### src/video_crop_config.svh
// video crop configuration: key codes, event type, crop step sizes and widths
`ifndef VIDEO_CROP_CONFIG_SVH
`define VIDEO_CROP_CONFIG_SVH

// beam positions and crop offsets
`define VC_COORD_W 12

// geometry change counter
`define VC_GEOM_CNT_W 7

// event type carried with each keyboard/mouse event
`define VC_EVT_KEYBOARD 2'd3

// crop keys
`define VC_KEY_BACKSPACE 8'h41
`define VC_KEY_UP        8'h4C
`define VC_KEY_DOWN      8'h4D
`define VC_KEY_LEFT      8'h4F
`define VC_KEY_RIGHT     8'h4E

// alt modifier, press and release codes
`define VC_KEY_ALT_L_DN 8'h64
`define VC_KEY_ALT_R_DN 8'h65
`define VC_KEY_ALT_L_UP 8'hE4
`define VC_KEY_ALT_R_UP 8'hE5

// offset change per key press
`define VC_HSTEP 4 // pixels
`define VC_VSTEP 1 // lines

`endif

### src/video_crop_pkg.sv
// video crop package: coordinate type and crop command encoding
`include "video_crop_config.svh"

package video_crop_pkg;

	// beam position (unsigned) or crop offset (two's complement)
	typedef logic [`VC_COORD_W-1:0] coord_t;

	// decoded crop key actions
	typedef enum logic [2:0] {
		CMD_CLEAR   = 3'd0, // all offsets back to zero
		CMD_UP      = 3'd1,
		CMD_DOWN    = 3'd2,
		CMD_LEFT    = 3'd3,
		CMD_RIGHT   = 3'd4,
		CMD_ALT_ON  = 3'd5, // either alt pressed
		CMD_ALT_OFF = 3'd6  // either alt released
	} crop_cmd_t;

endpackage

### src/beam_measure.sv
// beam measurement: position counters, active area edges, size and geometry change count
`include "video_crop_config.svh"

module beam_measure
	import video_crop_pkg::*;
(
	input  logic                      clk_sys,
	input  logic                      reset,
	input  logic                      hsync_n,
	input  logic                      hblank,
	input  logic                      vblank,
	output coord_t                    h_count,
	output coord_t                    v_count,
	output coord_t                    h_act_start,
	output coord_t                    h_act_end,
	output coord_t                    v_act_start,
	output coord_t                    v_act_end,
	output logic                      line_start,
	output coord_t                    h_size,
	output coord_t                    v_size,
	output logic [`VC_GEOM_CNT_W-1:0] geometry_count
);

	logic   old_hsync;
	logic   old_hblank;
	logic   old_vblank;
	logic   hbl_fall, hbl_rise;
	logic   vbl_fall, vbl_rise;
	coord_t snap_h, snap_v; // sizes seen at the previous frame start

	assign line_start = old_hsync & ~hsync_n; // hsync falling edge
	assign hbl_fall   = old_hblank & ~hblank;
	assign hbl_rise   = ~old_hblank & hblank;
	assign vbl_fall   = old_vblank & ~vblank;
	assign vbl_rise   = ~old_vblank & vblank;

	// beam counters
	always_ff @(posedge clk_sys or posedge reset) begin
		if (reset) begin
			old_hsync  <= 1'b1;
			old_hblank <= 1'b1;
			old_vblank <= 1'b1;
			h_count    <= '0;
			v_count    <= '0;
		end else begin
			old_hsync  <= hsync_n;
			old_hblank <= hblank;
			old_vblank <= vblank;

			if (!hsync_n) h_count <= '0;
			else          h_count <= h_count + 1'b1;

			if (line_start) v_count <= v_count + 1'b1;
			if (vbl_rise)   v_count <= '0; // new frame
		end
	end

	// active area edges and sizes
	always_ff @(posedge clk_sys or posedge reset) begin
		if (reset) begin
			h_act_start <= '0;
			h_act_end   <= '0;
			v_act_start <= '0;
			v_act_end   <= '0;
			h_size      <= '0;
			v_size      <= '0;
		end else begin
			if (hbl_fall) h_act_start <= h_count;
			if (hbl_rise) h_act_end   <= h_count;
			if (vbl_fall) v_act_start <= v_count;
			if (vbl_rise) v_act_end   <= v_count;

			// width taken from visible lines only
			if (hbl_rise && !vblank) h_size <= h_count - h_act_start;
			if (vbl_rise)            v_size <= v_count - v_act_start;
		end
	end

	// count frames whose geometry differs from the one before
	always_ff @(posedge clk_sys or posedge reset) begin
		if (reset) begin
			snap_h         <= '0;
			snap_v         <= '0;
			geometry_count <= '0;
		end else if (vbl_fall) begin
			snap_h <= h_size;
			snap_v <= v_size;
			if (h_size != snap_h || v_size != snap_v) begin
				geometry_count <= geometry_count + 1'b1;
			end
		end
	end

endmodule

### src/crop_adjust.sv
// crop offset register: alt modifier and the four signed blanking offsets
`include "video_crop_config.svh"

module crop_adjust
	import video_crop_pkg::*;
(
	input  logic      clk_sys,
	input  logic      reset,
	input  logic      cmd_valid,
	input  crop_cmd_t cmd,
	output coord_t    crop_left,
	output coord_t    crop_right,
	output coord_t    crop_top,
	output coord_t    crop_bottom
);

	localparam coord_t HSTEP = coord_t'(`VC_HSTEP);
	localparam coord_t VSTEP = coord_t'(`VC_VSTEP);

	logic alt; // alt held, keys move bottom/right edges

	always_ff @(posedge clk_sys or posedge reset) begin
		if (reset) begin
			alt         <= 1'b0;
			crop_left   <= '0;
			crop_right  <= '0;
			crop_top    <= '0;
			crop_bottom <= '0;
		end else if (cmd_valid) begin
			case (cmd)
				CMD_CLEAR: begin
					crop_left   <= '0;
					crop_right  <= '0;
					crop_top    <= '0;
					crop_bottom <= '0;
				end
				CMD_UP: begin
					if (alt) crop_bottom <= crop_bottom + VSTEP;
					else     crop_top    <= crop_top + VSTEP;
				end
				CMD_DOWN: begin
					if (alt) crop_bottom <= crop_bottom - VSTEP;
					else     crop_top    <= crop_top - VSTEP;
				end
				CMD_LEFT: begin
					if (alt) crop_right <= crop_right + HSTEP;
					else     crop_left  <= crop_left + HSTEP;
				end
				CMD_RIGHT: begin
					if (alt) crop_right <= crop_right - HSTEP;
					else     crop_left  <= crop_left - HSTEP;
				end
				CMD_ALT_ON:  alt <= 1'b1;
				CMD_ALT_OFF: alt <= 1'b0;
				default: ;
			endcase
		end
	end

endmodule

### src/crop_blank_gen.sv
// crop blanking generator: trimmed h/v blanking window and registered display enable
module crop_blank_gen
	import video_crop_pkg::*;
(
	input  logic   clk_sys,
	input  logic   reset,
	input  logic   hsync_n,
	input  coord_t h_count,
	input  coord_t v_count,
	input  coord_t h_act_start,
	input  coord_t h_act_end,
	input  coord_t v_act_start,
	input  coord_t v_act_end,
	input  logic   line_start,
	input  coord_t crop_left,
	input  coord_t crop_right,
	input  coord_t crop_top,
	input  coord_t crop_bottom,
	output logic   de
);

	coord_t line_left, line_right;   // offsets in use for this line
	coord_t frame_top, frame_bottom; // offsets in use for this frame
	coord_t h_clr_pos, h_set_pos;
	coord_t v_clr_pos, v_set_pos;
	logic   hbl_trim;
	logic   vbl_trim;

	// modulo-width sums, so negative offsets widen the window
	assign h_clr_pos = h_act_start + line_left;
	assign h_set_pos = h_act_end + line_right;
	assign v_clr_pos = v_act_start + frame_top;
	assign v_set_pos = v_act_end + frame_bottom;

	always_ff @(posedge clk_sys or posedge reset) begin
		if (reset) begin
			line_left    <= '0;
			line_right   <= '0;
			frame_top    <= '0;
			frame_bottom <= '0;
			hbl_trim     <= 1'b1;
			vbl_trim     <= 1'b1;
			de           <= 1'b0;
		end else begin
			if (line_start) begin
				line_left  <= crop_left;
				line_right <= crop_right;
			end
			if (line_start && v_count == '0) begin // once per frame, in vblank
				frame_top    <= crop_top;
				frame_bottom <= crop_bottom;
			end

			if (h_count == h_clr_pos) hbl_trim <= 1'b0;
			if (h_count == h_set_pos) hbl_trim <= 1'b1;

			if (line_start) begin
				if (v_count == v_clr_pos) vbl_trim <= 1'b0;
				if (v_count == v_set_pos) vbl_trim <= 1'b1;
			end

			de <= ~hbl_trim & ~vbl_trim & hsync_n;
		end
	end

endmodule

### src/crop_key_decode.sv
// crop key decoder: keyboard level toggles to single-cycle crop commands
`include "video_crop_config.svh"

module crop_key_decode
	import video_crop_pkg::*;
(
	input  logic       clk_sys,
	input  logic       reset,
	input  logic [7:0] kbd_data,
	input  logic [1:0] kbd_type,
	input  logic       kbd_level,
	output logic       cmd_valid,
	output crop_cmd_t  cmd
);

	logic      old_level;
	logic      kbd_toggle;
	logic      key_hit;
	crop_cmd_t key_cmd;

	// every new event flips the level once
	assign kbd_toggle = old_level ^ kbd_level;

	always_comb begin
		key_hit = 1'b1;
		key_cmd = CMD_CLEAR;
		case (kbd_data)
			`VC_KEY_BACKSPACE: key_cmd = CMD_CLEAR;
			`VC_KEY_UP:        key_cmd = CMD_UP;
			`VC_KEY_DOWN:      key_cmd = CMD_DOWN;
			`VC_KEY_LEFT:      key_cmd = CMD_LEFT;
			`VC_KEY_RIGHT:     key_cmd = CMD_RIGHT;
			`VC_KEY_ALT_L_DN, `VC_KEY_ALT_R_DN: key_cmd = CMD_ALT_ON;
			`VC_KEY_ALT_L_UP, `VC_KEY_ALT_R_UP: key_cmd = CMD_ALT_OFF;
			default: key_hit = 1'b0; // not a crop key
		endcase
	end

	always_ff @(posedge clk_sys or posedge reset) begin
		if (reset) begin
			old_level <= 1'b0;
			cmd_valid <= 1'b0;
		end else begin
			old_level <= kbd_level;
			cmd_valid <= kbd_toggle && (kbd_type == `VC_EVT_KEYBOARD) && key_hit;
		end
	end

	// command word only matters alongside cmd_valid
	always_ff @(posedge clk_sys) begin
		if (kbd_toggle) begin
			cmd <= key_cmd;
		end
	end

endmodule

### src/video_crop_top.sv
// video crop top: key decode, offset adjust, beam measure and blank generation
`include "video_crop_config.svh"

module video_crop_top
	import video_crop_pkg::*;
(
	input  logic                      clk_sys,
	input  logic                      reset,
	input  logic [7:0]                kbd_data,
	input  logic [1:0]                kbd_type,
	input  logic                      kbd_level,
	input  logic                      hsync_n,
	input  logic                      hblank,
	input  logic                      vblank,
	output logic                      de,
	output coord_t                    h_size,
	output coord_t                    v_size,
	output logic [`VC_GEOM_CNT_W-1:0] geometry_count
);

	// decode to adjust
	logic      cmd_valid;
	crop_cmd_t cmd;

	// current offsets
	coord_t crop_left, crop_right;
	coord_t crop_top, crop_bottom;

	// beam position and active area
	coord_t h_count, v_count;
	coord_t h_act_start, h_act_end;
	coord_t v_act_start, v_act_end;
	logic   line_start;

	crop_key_decode i_key_decode (
		.clk_sys   (clk_sys),
		.reset     (reset),
		.kbd_data  (kbd_data),
		.kbd_type  (kbd_type),
		.kbd_level (kbd_level),
		.cmd_valid (cmd_valid),
		.cmd       (cmd)
	);

	crop_adjust i_adjust (
		.clk_sys     (clk_sys),
		.reset       (reset),
		.cmd_valid   (cmd_valid),
		.cmd         (cmd),
		.crop_left   (crop_left),
		.crop_right  (crop_right),
		.crop_top    (crop_top),
		.crop_bottom (crop_bottom)
	);

	beam_measure i_measure (
		.clk_sys        (clk_sys),
		.reset          (reset),
		.hsync_n        (hsync_n),
		.hblank         (hblank),
		.vblank         (vblank),
		.h_count        (h_count),
		.v_count        (v_count),
		.h_act_start    (h_act_start),
		.h_act_end      (h_act_end),
		.v_act_start    (v_act_start),
		.v_act_end      (v_act_end),
		.line_start     (line_start),
		.h_size         (h_size),
		.v_size         (v_size),
		.geometry_count (geometry_count)
	);

	crop_blank_gen i_blank_gen (
		.clk_sys     (clk_sys),
		.reset       (reset),
		.hsync_n     (hsync_n),
		.h_count     (h_count),
		.v_count     (v_count),
		.h_act_start (h_act_start),
		.h_act_end   (h_act_end),
		.v_act_start (v_act_start),
		.v_act_end   (v_act_end),
		.line_start  (line_start),
		.crop_left   (crop_left),
		.crop_right  (crop_right),
		.crop_top    (crop_top),
		.crop_bottom (crop_bottom),
		.de          (de)
	);

endmodule
### config.mk
export PLATFORM = sky130hd
export DESIGN_NAME = video_crop_top
export DESIGN_NICKNAME = d
export VERILOG_FILES = /design/src/video_crop_pkg.sv /design/src/beam_measure.sv /design/src/crop_adjust.sv /design/src/crop_blank_gen.sv /design/src/crop_key_decode.sv /design/src/video_crop_top.sv
export VERILOG_INCLUDE_DIRS = /design/src
export SDC_FILE = /design/constraint.sdc
export NUM_CORES = 1
export LEC_CHECK = 0
export ABC_AREA = 1
export BUFFER_PORTS_ARGS = -buffer_cell sky130_fd_sc_hd__buf_2
export CAP_MARGIN = 5
export CELL_PAD_IN_SITES_DETAIL_PLACEMENT = 0
export CELL_PAD_IN_SITES_GLOBAL_PLACEMENT = 1
export CORE_ASPECT_RATIO = 1.25
export CORE_MARGIN = 2
export CORE_UTILIZATION = 35
export DETAILED_ROUTE_END_ITERATION = 10
export HOLD_SLACK_MARGIN = 0.08
export PLACE_DENSITY_LB_ADDON = 0.1
export SLEW_MARGIN = 0
export SYNTH_ARGS = -nofsm -noshare
export SYNTH_HDL_FRONTEND = slang
export SYNTH_SLANG_ARGS = --single-unit
export TNS_END_PERCENT = 100
### constraint.sdc
create_clock -name clk_sys -period 16.65 [get_ports clk_sys]
set_input_delay 2.4975 -clock clk_sys [delete_from_list [all_inputs] [get_ports clk_sys]]
set_output_delay 2.4975 -clock clk_sys [all_outputs]
set_load 0.03 [all_outputs]
After elaboration in Yosys (flattened, before gate mapping)
Cells that the tools add are included. Widths: inputs -> output; s select.

Bits in registers: 235. Memories kept: 0. Output and inout bits: 32. Memory bits (writable): 0. ROM bits: 0. Latch bits: 0. Logic and storage cells: 137.

Divide/modulo/power cells: 0. Reduce and logical (&&, ||, !) cells: 24. Multiplexer cells: 22. Eq/ne operators: 30. Bitwise operators: 15. Add/subtract/negate cells: 17. Shifts and indexed selects: 0. Order comparisons: 0. Multipliers: 0.

Operators by type and width (number): $pmux 12 s3 (4); $mux 12 (11); $eq 8x7->1 const B (7); $add 12x1->12 const B (4); $add 12x12->12 (4); $eq 12x12->1 (4); $add 12x3->12 const B (2); $ne 12x12->1 (2); $sub 12x1->12 const B (2); $sub 12x12->12 (2); $sub 12x3->12 const B (2); $pmux 3 s6 (1); $eq 8x8->1 const B (2); $reduce_and 4->1 (4); $logic_not 12->1 (1); $eq 3x3->1 const B (3); $reduce_or 9->1 (1); $ne 2x1->1 const B (4); $ne 2x2->1 const B (4); $reduce_bool 2->1 (4); $add 7x1->7 const B (1); $and 1x1->1 (7); $not 1->1 (7); $eq 3x2->1 const B (2); 12 further kinds (23).

Logic depth before layout (Yosys ltp)
Gate-level depths: netlist of the first run.

Word-level depth: 4. Depth in mapped cells: 17. Depth with buffers taken out: 17.

Hierarchy
A second synthesis of the first run with hierarchy kept.

Cell total of the unflattened synthesis: 2300. Area total of the unflattened synthesis: 16110.5 sq um.

By module, submodules not included: beam_measure (instances 1, area an instance 6749.0 sq um, seq. area each 3256.9 sq um, cells an instance 884); crop_blank_gen (instances 1, area an instance 5192.5 sq um, seq. area each 1278.7 sq um, cells an instance 773); crop_adjust (instances 1, area an instance 3882.5 sq um, seq. area each 1126.1 sq um, cells an instance 607); crop_key_decode (instances 1, area an instance 286.5 sq um, seq. area each 140.1 sq um, cells an instance 36).

Worst setup path before layout of the first run
Ideal clock, no wire load.

Kind: input-to-reg. Start point: input port hsync_n. End point: register i_measure.v_count[10]. Arrival: 3546 ps. Stages on the path: 9. Path slack: 12981 ps. Library setup time: 123 ps. Cell sequence: buf_6 -> nor2_4 -> nand3_1 -> nor3_2 -> nand3_1 -> nor3_2 -> nand2_1 -> o21ai_1 -> a21oi_1.

Cells in the longest elaborated chain, start to end: 3.

RTL lines: from (decl) (line video_crop_top.sv:12) `input logic hsync_n,`; $not 1->1 (line beam_measure.sv:31) `assign line_start = old_hsync & ~hsync_n;`; $and 1x1->1 (line beam_measure.sv:31); $reduce_bool 2->1 (no source line); to (signal assigned) (line beam_measure.sv:53) `if (line_start) v_count <= v_count + 1'b1;`; to (decl) (line beam_measure.sv:13) `output coord_t v_count,`.

Every way passes these cells. A chain may end at the register's enable or synchronous reset.

Worst setup path after layout of the first run
Start point: input port vblank. End point: register i_measure.v_size[7].

Cells in the longest elaborated chain, start to end: 1.

RTL lines: from (decl) (line video_crop_top.sv:14) `input logic vblank,`; $and 1x1->1 (line beam_measure.sv:35) `assign vbl_rise = ~old_vblank & vblank;`; to (signal assigned) (line beam_measure.sv:75) `if (vbl_rise) v_size <= v_count - v_act_start;`; to (decl) (line beam_measure.sv:20) `output coord_t v_size,`.

Every way passes these cells.

==> results of run 1 <==
registers in the layout (all words and copies together) (netlist names), 3 cells and up:
name and cells:
i_measure.h_count 12, i_adjust.crop_top 12, i_key_decode.cmd 3, i_adjust.crop_left 10
i_measure.h_act_start 12, i_adjust.crop_bottom 12, i_measure.v_size 12, i_blank_gen.line_left 10
i_measure.h_size 12, i_blank_gen.line_right 10, i_measure.h_act_end 12, i_measure.snap_h 12
i_adjust.crop_right 10, i_measure.v_act_start 12, i_measure.geometry_count 7, i_blank_gen.frame_top 12
i_measure.v_count 12, i_blank_gen.frame_bottom 12, i_measure.snap_v 12, i_measure.v_act_end 12
power groups by stage:
stage | Sequential (mW) | Combinational, mW | Clock [mW]
5_1_grt | 0.666 | 0.312 | 0.655
6_report | 0.658 | 0.274 | 0.610
2_1_floorplan | 0.698 | 0.163 | 0
4_1_cts | 0.660 | 0.280 | 0.631
3_5_place_dp | 0.669 | 0.279 | 0
3_3_place_gp | 0.669 | 0.278 | 0
layout by cell type, fill, tap and decap left out, types with 12 or more instances in the layout:
master | synthesis | final
nor2_1 | 114 | 113
nand4_1 | 27 | 27
nand2_1 | 482 | 482
nand3_1 | 107 | 107
nor3_1 | 21 | 21
dfrtp_1 | 219 | 219
buf_2 | 4 | 47
inv_1 | 241 | 240
nand3b_1 | 12 | 12
a21oi_1 | 87 | 87
xnor2_1 | 52 | 52
o22ai_1 | 22 | 22
xor2_1 | 44 | 44
clkbuf_16 | 0 | 28
o21ai_0 | 194 | 194
ha_1 | 102 | 102
routing by layer:
layer  up-vias  share of wire (%)  track usage (%)
li1       6283                  -                -
met1      5582                 46             23.3
met2        91                 50             33.1
met3        42                2.5             1.89
met4         0                1.5             3.81
met5         -                  0                0
cells by family (layout without fill, tap and decap cells):
family | Yosys count | in the layout
adder cells (fa/ha/maj) | 110 | 110
multiplexers | 5 | 5
AO/OA/AOI/OAI | 356 | 356
AND/OR/NAND/NOR | 796 | 796
XOR/XNOR | 96 | 96
flip-flops | 227 | 227
buffers and inverters | 283 | 354
worst max-delay path, delay by kind of cell:
family,cells,cell delay (ns)
buf+inv,3,1.26
simple gates,1,0.50
compound gates,3,0.60
worst paths after layout:
path,depth (start not counted),slack [ns],start,end
min in group asynchronous,2,2.06,reset,i_key_decode.old_level
worst min-delay path,2,0.47,i_blank_gen.hbl_trim,i_blank_gen.hbl_trim
worst max register to register,11,13.44,i_key_decode.cmd[0],i_adjust.crop_top[7]
worst max-delay path,7,12.28,vblank,i_measure.v_size[7]
worst min register to register,2,0.47,i_blank_gen.hbl_trim,i_blank_gen.hbl_trim
max in group asynchronous,3,13.15,reset,i_measure.h_act_end[11]
area by class of cell:
type	count	area, µm²	share of cell area (%)
Tap cell	552	691	4.26
Timing Repair Buffer	52	273	1.68
Clock inverter	10	141	0.872
Sequential cell	227	5700	35.2
Clock buffer	40	766	4.72
Inverter	252	958	5.91
Multi-Input combinational cell	1363	7680	47.4
==> summary.md, run 1 <==
| Metric | Value |
|---|---|
| Switching part of the total power | `30.8%` |
| Row count | `83` |
| P&R area growth vs syn | `12.1%` |
| CP cell instances | `buf_2 > inv_1 > nor2_2 > clkinv_1 > a21oi_1 > o21ai_0 > o21ai_0` |
| IO Count | `48` |
| CTS resizes | `0` |
| Synth Net Count | `1999` |
| Fin area | `16200 µm²` |
| Total number of vias | `12000` |
| Outcome | `complete, no violations` |
| Crit path max fanout | `46` |
| Synth Register Bits | `approximately 230` |
| Width of the die | `186 µm` |
| Fin crit period | `4.37 ns` |
| Final hold vios | `0` |
| CTS max path bufs | `3` |
| Vias per cell | `4.81` |
| Final setup TNS | `0 ns` |
| DRT iter0 DRCs | `between 400 and 500` |
| Syn Inst Count | `1873` |
| Share of the synthesized area in compound gates (AO/OA/AOI/OAI) | `13.4%` |
| Clk root buf | `clkbuf_16` |
| Post-route DRC | `0` |
| NumNets Final | `2050` |
| Max VDD drop | `between 0.00007 and 0.00008 V` |
| Multiplexer share of the synthesized area | `less than 1%` |
| CP max-delay cell | `clkinv_1` |
| Initial antenna violation count | `0` |
| Worst skew pair latency | `0.56 ns` |
| CP Class | `in2reg` |
| Yosys top cell area share | `a little under two fifths` |
| GRT Total Usage | `18.2%` |
| Count leader, synth | `nand2_1` |
| Buffers on Ports | `47` |
| Synth Cell Area | `14500 µm²` |
| CTS tree | `done` |
| Sequential share of power | `42.7%` |
| Top FF cell, synth | `dfrtp_1` |
| Yosys warning total | `0` |
| First-pass GRT wire length | `approximately 63 mm` |
| Post-synth top cells | `nand2_1 (482), inv_1 (241), dfrtp_1 (219), o21ai_0 (194), nor2_1 (114)` |
| Post-synth cell types | `48` |
| Die footprint | `approximately 43000 µm²` |
| RSZ-0062 raised after global routing | `no` |
| Pre-antenna DRT Iters | `5` |
| Fillers | `4407` |
| Post-detail-place hpwl | `28.3 mm` |
| Remaining antenna violation count | `0` |
| Placed cell count | `~2400` |
| Post-synth EDFFs | `3` |
| Setup Skew | `0.0134 ns` |
| Share of layout cells above drive strength 1 | `7.46%` |
| Clk pwr share | `39.6%` |
| XOR/XNOR share of the synthesized area | `5.81%` |
| Async SR Flop Fraction | `a little over nine tenths` |
| Crit path DAT | `between 4 and 5 ns` |
| Number of diodes | `0` |
| Max-cap violations | `0` |
| RD Place Congestion | `0.807` |
| Adder-cell area share of the yosys netlist | `9.93%` |
| Comb pwr share | `17.7%` |
| Net Sw Power | `roughly 470 µW` |
| Largest net degree at the start of global routing | `95` |
| Congestion Overflow GR | `0` |
| Initial core utilization | `35.3%` |
| Final Slew Violations | `0` |
| Post-synth top area cell | `dfrtp_1` |
| Vias in the first global route | `12100` |
| Cell internal pwr | `1.07 mW` |
| Synth top area cells | `dfrtp_1 (38%), nand2_1 (13%), ha_1 (8.8%), o21ai_0 (6.7%), inv_1 (6.3%)` |
| Placed instance area | `15300 µm²` |
| Core Util, Final | `39.6%` |
| Pre-CTS setup slack | `around 12 ns` |
| CTS Buf Count | `28` |
| Tot Pwr | `1.54 mW` |
| Post-synthesis simple-gate area fraction | `about a quarter` |
| Drt wl/cell | `15.1 µm` |
| CTS Hold Buffers Added | `0` |
| Worst slew pin tran | `1.11 ns` |
| Worst setup margin | `12.28 ns` |
| Clock sinks | `227` |
| Fmax | `229 MHz` |
| Post-CTS Setup Repair Bufs | `0` |
| Leak pwr | `8.15 nW` |
| CTS clk-pin slew, worst paths | `0.06 ns` |
| Final Cycle Share | `26.3%` |
| Most used cell, CP | `o21ai_0` |
| Largest family of logic cells by synthesized area | `simple AND/OR/NAND/NOR gates` |
| Cell Count, Final, Fillers Out | `2496` |
| CP max stage delay | `1.07 ns` |
| Synth Area per Inst | `7.72 µm²` |
| CP endpoint kind | `flip-flop` |
| Hold WS | `roughly 0.47 ns` |
| Hold Crit Class | `reg2reg` |
| Die Y-Extent | `231 µm` |
| Sequential-to-total area share from yosys stat | `39.4%` |
| Setup Viol. Count Final | `0` |
| Routed WL | `37.7 mm` |
| Pwr Density | `around 95 nW/µm²` |
| Core area | `approximately 40000 µm²` |
| H-Tree Depth | `1` |
| Element type at the critical path start | `primary input` |
| Slew HR | `25.4%` |
| Data required, critical path | `17.13 ns` |
Note: power is estimated with default switching activity, not from simulation.
==> run 2: changes to the inputs <==
clock period = 4.4 ns   (was 16.65 ns; I/O delays follow)
==> summary.md, run 2 (synthesis results as in run 1) <==
| Metric | Value |
|---|---|
| CTS Buf Count | `28 (unchanged)` |
| Die footprint | `43000 µm² (unchanged)` |
| CTS resizes | `0 (unchanged)` |
| Area occupied by multi-input gates | `7680 µm² (unchanged)` |
| Final Cycle Share | `66.9%` |
| Placed instance area | `15300 µm² (+0.25%)` |
| Data required, critical path | `4.81 ns (-12.32 ns)` |
| Core area | `40900 µm² (unchanged)` |
| Most common cell after layout, fill and taps aside | `nand2_1` |
| Worst skew pair latency | `0.57 ns (about the same)` |
| Width of the die | `186 µm (unchanged)` |
| Worst setup margin | `1.46 ns (-10.82 ns)` |
| Setup Skew | `0.0362 ns (+0.0227 ns)` |
| Pwr Density | `362 nW/µm² (+280%)` |
| CP Class | `reg2reg` |
| CP max-delay cell | `inv_1` |
| Largest net degree at the start of global routing | `148 (+56%)` |
| Row count | `83 (unchanged)` |
| Initial antenna violation count | `0 (unchanged)` |
| Pre-antenna DRT Iters | `4 (-1)` |
| CTS tree | `done` |
| Vias in the first global route | `12100 (-0.066%)` |
| H-Tree Depth | `1 (unchanged)` |
| CTS Hold Buffers Added | `0 (unchanged)` |
| FF-to-FF Start | `i_key_decode.cmd[0]` |
| RSZ-0062 raised after global routing | `no` |
| Fmax | `around 340 MHz` |
| Fin crit period | `2.94 ns` |
| Congestion Overflow GR | `0 (unchanged)` |
| Worst r2r dst | `i_adjust.crop_left[9]` |
| Fin area | `16300 µm² (+0.37%)` |
| Worst reg-to-reg path cell count | `12 (+1)` |
| Crit path max fanout | `18 (-61%)` |
| NumNets Final | `2054 (+0.20%)` |
| Fillers | `4343 (-1.5%)` |
| DRT iter0 DRCs | `486 (+10%)` |
| Share of layout cells above drive strength 1 | `7.75% (+0.29 points)` |
| Routed WL | `37.7 mm (about the same)` |
| Setup Viol. Count Final | `0 (unchanged)` |
| Post-CTS Setup Repair Bufs | `0 (unchanged)` |
| CTS max path bufs | `3 (unchanged)` |
| First-pass GRT wire length | `62.5 mm (-0.64%)` |
| Remaining antenna violation count | `0 (unchanged)` |
| Max VDD drop | `0.000316 V (+320%)` |
| Final Slew Violations | `0 (unchanged)` |
| Outcome | `complete, no violations` |
| P&R area growth vs syn | `12.5%` |
| Reg-to-reg setup timing slack | `1.46 ns (-11.98 ns)` |
| Post-detail-place hpwl | `28.2 mm (-0.57%)` |
| Vias per cell | `4.81 (+0.16%)` |
| Final setup TNS | `0 ns (unchanged)` |
| GRT Total Usage | `18.0% (-0.19 points)` |
| Buffers on Ports | `47 (unchanged)` |
| Drt wl/cell | `15.1 µm (-0.16%)` |
| Die Y-Extent | `231 µm (unchanged)` |
| Max-cap violations | `0 (unchanged)` |
| RD Place Congestion | `0.814 (+0.92%)` |
| CP endpoint kind | `flip-flop` |
| Final hold vios | `0 (unchanged)` |
| Sequential Area | `5700 µm² (unchanged)` |
| Leak pwr | `8.18 nW (+0.41%)` |
| Number of diodes | `0 (unchanged)` |
| CTS clk-pin slew, worst paths | `0.06 ns (about the same)` |
| Post-route DRC | `0 (unchanged)` |
| Clock sinks | `227 (unchanged)` |
| Pre-CTS setup slack | `1.48 ns (-10.20 ns)` |
| Most used cell, CP | `nand2_1` |
| Worst slew pin tran | `0.982 ns (-0.131 ns)` |
| Hold Crit Class | `in2async` |
| Hold WS | `0.104 ns (-0.368 ns)` |
| Slew HR | `34.4% (+9.0 points)` |
| Total number of vias | `12000 (+0.33%)` |
| Most frequent cells in the layout | `nand2_1 (482), inv_1 (240), dfrtp_1 (219)` |
| IO Count | `48 (unchanged)` |
| CP max stage delay | `0.55 ns (-0.52 ns)` |
| Initial core utilization | `35.3% (unchanged)` |
| Crit path DAT | `3.36 ns (-1.50 ns)` |
| CP cell instances | `nor2_2 > nand2_1 > inv_1 > ha_1 > a21oi_1 > nand2_1 > a21oi_1 > nor2_1 > o22ai_1 > nand2_1 > nand2_1 > o22ai_1` |
| Clk root buf | `clkbuf_16` |
| Element type at the critical path start | `flip-flop` |
[run 2: worst max path at each step]
stage                                    to                start  slack (ns)
finish                i_adjust.crop_left[9]  i_key_decode.cmd[0]        1.46
CTS                   i_adjust.crop_left[9]  i_key_decode.cmd[0]        1.44
detailed placement  i_adjust.crop_bottom[7]  i_key_decode.cmd[0]        1.48
global route        i_adjust.crop_bottom[7]  i_key_decode.cmd[0]        1.11
floorplan                      i_adjust.alt                reset        0.82
global placement       i_adjust.crop_top[7]  i_key_decode.cmd[0]        1.53
[run 2: layout make-up]
type	instances	area share (%)
clock buffers	40	4.83
clock inverters	10	0.877
inverters	252	5.87
multi-input cells	1363	47.2
flip-flops and latches	227	35.0
well taps	552	4.24
repair buffers	56	1.94
[run 2: per-layer routing]
| metal | track usage (%) | share of wire [%] |
|---|---|---|
| met5 | 0 | 0 |
| met4 | 3.96 | 1.6 |
| met3 | 1.74 | 2.5 |
| met2 | 32.8 | 51 |
| met1 | 23.0 | 45 |
[run 2: per-stage QoR]
step | power, mW | instances | utilization, %
after global routing | 6.22 | 2500 | 39.8
final | 5.88 | 2500 | 39.8
after floorplan | 3.26 | 1873 | -
after detailed placement | 3.59 | 2450 | 37.5
after global placement | 3.58 | 2450 | 37.5
after CTS | 6.01 | 2500 | 39.8
[run 2: where the power goes]
| part | switching (mW) | internal [mW] | leakage, nW |
|---|---|---|---|
| clock | 0.938 | 1.41 | 0.452 |
| sequential | 0.190 | 2.29 | 3.06 |
| combinational | 0.678 | 0.374 | 4.67 |
[run 2: critical path: cells and delay by family, from the launching register on]
kind / cells / cell delay [ns]
fa+ha+maj: 1 / 0.41
flops: 1 / 0.44
compound gates: 4 / 0.69
buf+inv: 1 / 0.55
simple gates: 6 / 0.71
==> run 3: changes to the inputs <==
clock period = 3.03 ns   (was 4.4 ns; I/O delays follow)
==> summary.md, run 3 (synthesis results as in run 1) <==
| Metric | Value |
|---|---|
| CTS tree | `done` |
| Fin crit period | `2.63 ns (-0.314 ns)` |
| Grt met3 use | `1.78% (+0.031 points)` |
| Total number of vias | `12100 (+0.13%)` |
| Hold Path Depth | `1` |
| Post-route DRC | `0 (unchanged)` |
| RD Place Congestion | `0.810 (-0.54%)` |
| IO Count | `48 (unchanged)` |
| Drt wl/cell | `15.2 µm (+0.86%)` |
| Cell Count, Final, Fillers Out | `2517 (+0.68%)` |
| Crit path DAT | `3.06 ns (-0.30 ns)` |
| Final setup TNS | `0 ns (unchanged)` |
| Hold WS | `0.154 ns (+0.0506 ns)` |
| Worst r2r dst | `i_adjust.crop_bottom[8]` |
| Most common cell after layout, fill and taps aside | `nand2_1` |
| Die Y-Extent | `231 µm (unchanged)` |
| Hold-critical path endpoint | `i_measure.old_hsync` |
| Reg-to-reg setup timing slack | `0.40 ns (-1.06 ns)` |
| CP endpoint kind | `flip-flop` |
| Fmax | `380 MHz (+12%)` |
| Initial antenna violation count | `0 (unchanged)` |
| Post-detail-place hpwl | `28.9 mm (+2.5%)` |
| Hold Crit Class | `in2reg` |
| Pwr Density | `537 nW/µm² (+48%)` |
| First-pass GRT wire length | `62.9 mm (+0.73%)` |
| H-Tree Depth | `1 (unchanged)` |
| Core Util, Final | `40.4% (+0.67 points)` |
| P&R area growth vs syn | `14.4%` |
| CP cell instances | `inv_1 > nor2_1 > nand2_1 > clkinvlp_4 > buf_4 > fa_1 > nand3_1 > nand2_1 > a21oi_1 > nor2_1 > nor2_1 > o21ai_0 > nand2_1 > o21ai_0` |
| Slew HR | `50.4% (+16 points)` |
| Vias in the first global route | `12100 (+0.28%)` |
| NumNets Final | `2069 (+0.73%)` |
| CP Class | `reg2reg` |
| Data required, critical path | `3.47 ns (-1.34 ns)` |
| Placed instance area | `15400 µm² (+0.68%)` |
| Core area | `40900 µm² (unchanged)` |
| Worst setup margin | `0.402 ns (-1.06 ns)` |
| Hold wc startpoint | `hsync_n` |
| DRT iter0 DRCs | `454 (-6.6%)` |
| Buffers on Ports | `47 (unchanged)` |
| CTS clk-pin slew, worst paths | `0.06 ns (about the same)` |
| Pre-CTS setup slack | `0.346 ns (-1.14 ns)` |
| Clk root buf | `clkbuf_16` |
| CP max-delay cell | `fa_1` |
| Most frequent cells in the layout | `nand2_1 (482), inv_1 (239), dfrtp_1 (219)` |
| RSZ-0062 raised after global routing | `no` |
| Placed cell count | `2459 (+0.37%)` |
| Leak pwr | `8.32 nW (+1.7%)` |
| Grt peak-use layer | `met2` |
| Final Slew Violations | `0 (unchanged)` |
| Global-route met2 utilization | `33.2% (+0.39 points)` |
| Routed WL | `38.2 mm (+1.5%)` |
| Share of layout cells above drive strength 1 | `8.60% (+0.85 points)` |
| Max VDD drop | `0.000448 V (+42%)` |
| CP max stage delay | `0.43 ns (-0.12 ns)` |
| CTS max path bufs | `3 (unchanged)` |
| GRT Total Usage | `18.2% (+0.18 points)` |
| Pre-antenna DRT Iters | `5 (+1)` |
| Initial core utilization | `35.3% (unchanged)` |
| Setup Skew | `0.0205 ns (-0.0156 ns)` |
| Max-cap violations | `0 (unchanged)` |
| FF-to-FF Start | `i_key_decode.cmd[1]` |
| Congestion Overflow GR | `0 (unchanged)` |
| Crit path max fanout | `10 (-8)` |
| Final Cycle Share | `86.7% (+20 points)` |
| Vias per cell | `4.79 (-0.54%)` |
| Worst reg-to-reg path cell count | `14 (+2)` |
| Remaining antenna violation count | `0 (unchanged)` |
| Outcome | `complete, no violations` |
| Worst slew pin tran | `0.742 ns (-0.240 ns)` |
| Row count | `83 (unchanged)` |
| Met1 usage | `23.0% (about the same)` |
| Final hold vios | `0 (unchanged)` |
| Die footprint | `43000 µm² (unchanged)` |
| Tot Pwr | `8.88 mW (+51%)` |
| Width of the die | `186 µm (unchanged)` |
| Setup Viol. Count Final | `0 (unchanged)` |
| Worst skew pair latency | `0.57 ns (about the same)` |
| Largest net degree at the start of global routing | `83 (-44%)` |
| Element type at the critical path start | `flip-flop` |
| Fin area | `16500 µm² (+1.7%)` |
| Number of diodes | `0 (unchanged)` |
| Clock sinks | `227 (unchanged)` |
| CTS Buf Count | `28 (unchanged)` |
## run 3: cell count changes in the layout (fill, tap and decap cells not counted), sizes merged
cell,change
buf,+11
dlygate4sd3,+4
clkbuf,+3
clkinv,-3
clkinvlp,+2
bufinv,+1
inv,-1
## run 3: worst max-delay path: cells and delay by family (launching register included)
kind / cells / cell delay (ns)
buffers and inverters: 3 / 0.60
adder cells (fa/ha/maj): 1 / 0.43
flip-flops: 1 / 0.41
AO/OA/AOI/OAI: 3 / 0.39
AND/OR/NAND/NOR: 7 / 0.67
## run 3: metal layers
layer	vias up	share of wire, %	wire (µm)
li1	6309	-	-
met1	5587	45	17100
met2	117	51	19400
met3	40	2.6	990
met4	0	2.0	750
met5	-	0	0
## run 3: cell type report
type / instances / area [µm²]
multi-input cells: 1363 / 7680
clock buffers: 43 / 890
flip-flops and latches: 227 / 5700
repair buffers: 71 / 475
clock inverters: 9 / 150
inverters: 252 / 958
fillers: 4336 / 24400
well taps: 552 / 691
## run 3: worst max path at each step
stage                                   start                       to  slack (ns)  cells after the start
after detailed placement  i_key_decode.cmd[0]  i_adjust.crop_bottom[7]        0.35                     12
after global routing      i_key_decode.cmd[1]  i_adjust.crop_bottom[7]        0.07                     13
after floorplan                         reset             i_adjust.alt       -0.34                      1
final                     i_key_decode.cmd[1]  i_adjust.crop_bottom[8]        0.40                     14
after CTS                 i_key_decode.cmd[0]  i_adjust.crop_bottom[7]        0.33                     12
after global placement    i_key_decode.cmd[0]     i_adjust.crop_top[7]        0.34                     12
## run 3: power breakdown
group | total (mW) | switching (mW) | internal [mW] | leakage [nW]
Combinational | 1.55 | 0.989 | 0.558 | 4.75
Clock | 3.73 | 1.38 | 2.35 | 0.508
Sequential | 3.60 | 0.278 | 3.32 | 3.06
Total | 8.88 | 2.65 | 6.23 | 8.32
## run 3: timing repair
action | in CTS | in global routing
resized for setup | 0 | 1
hold endpoints to repair | 11 | 0
setup endpoints to repair | 0 | 1
hold buffers | 4 | 0
buffers inserted | 0 | 2
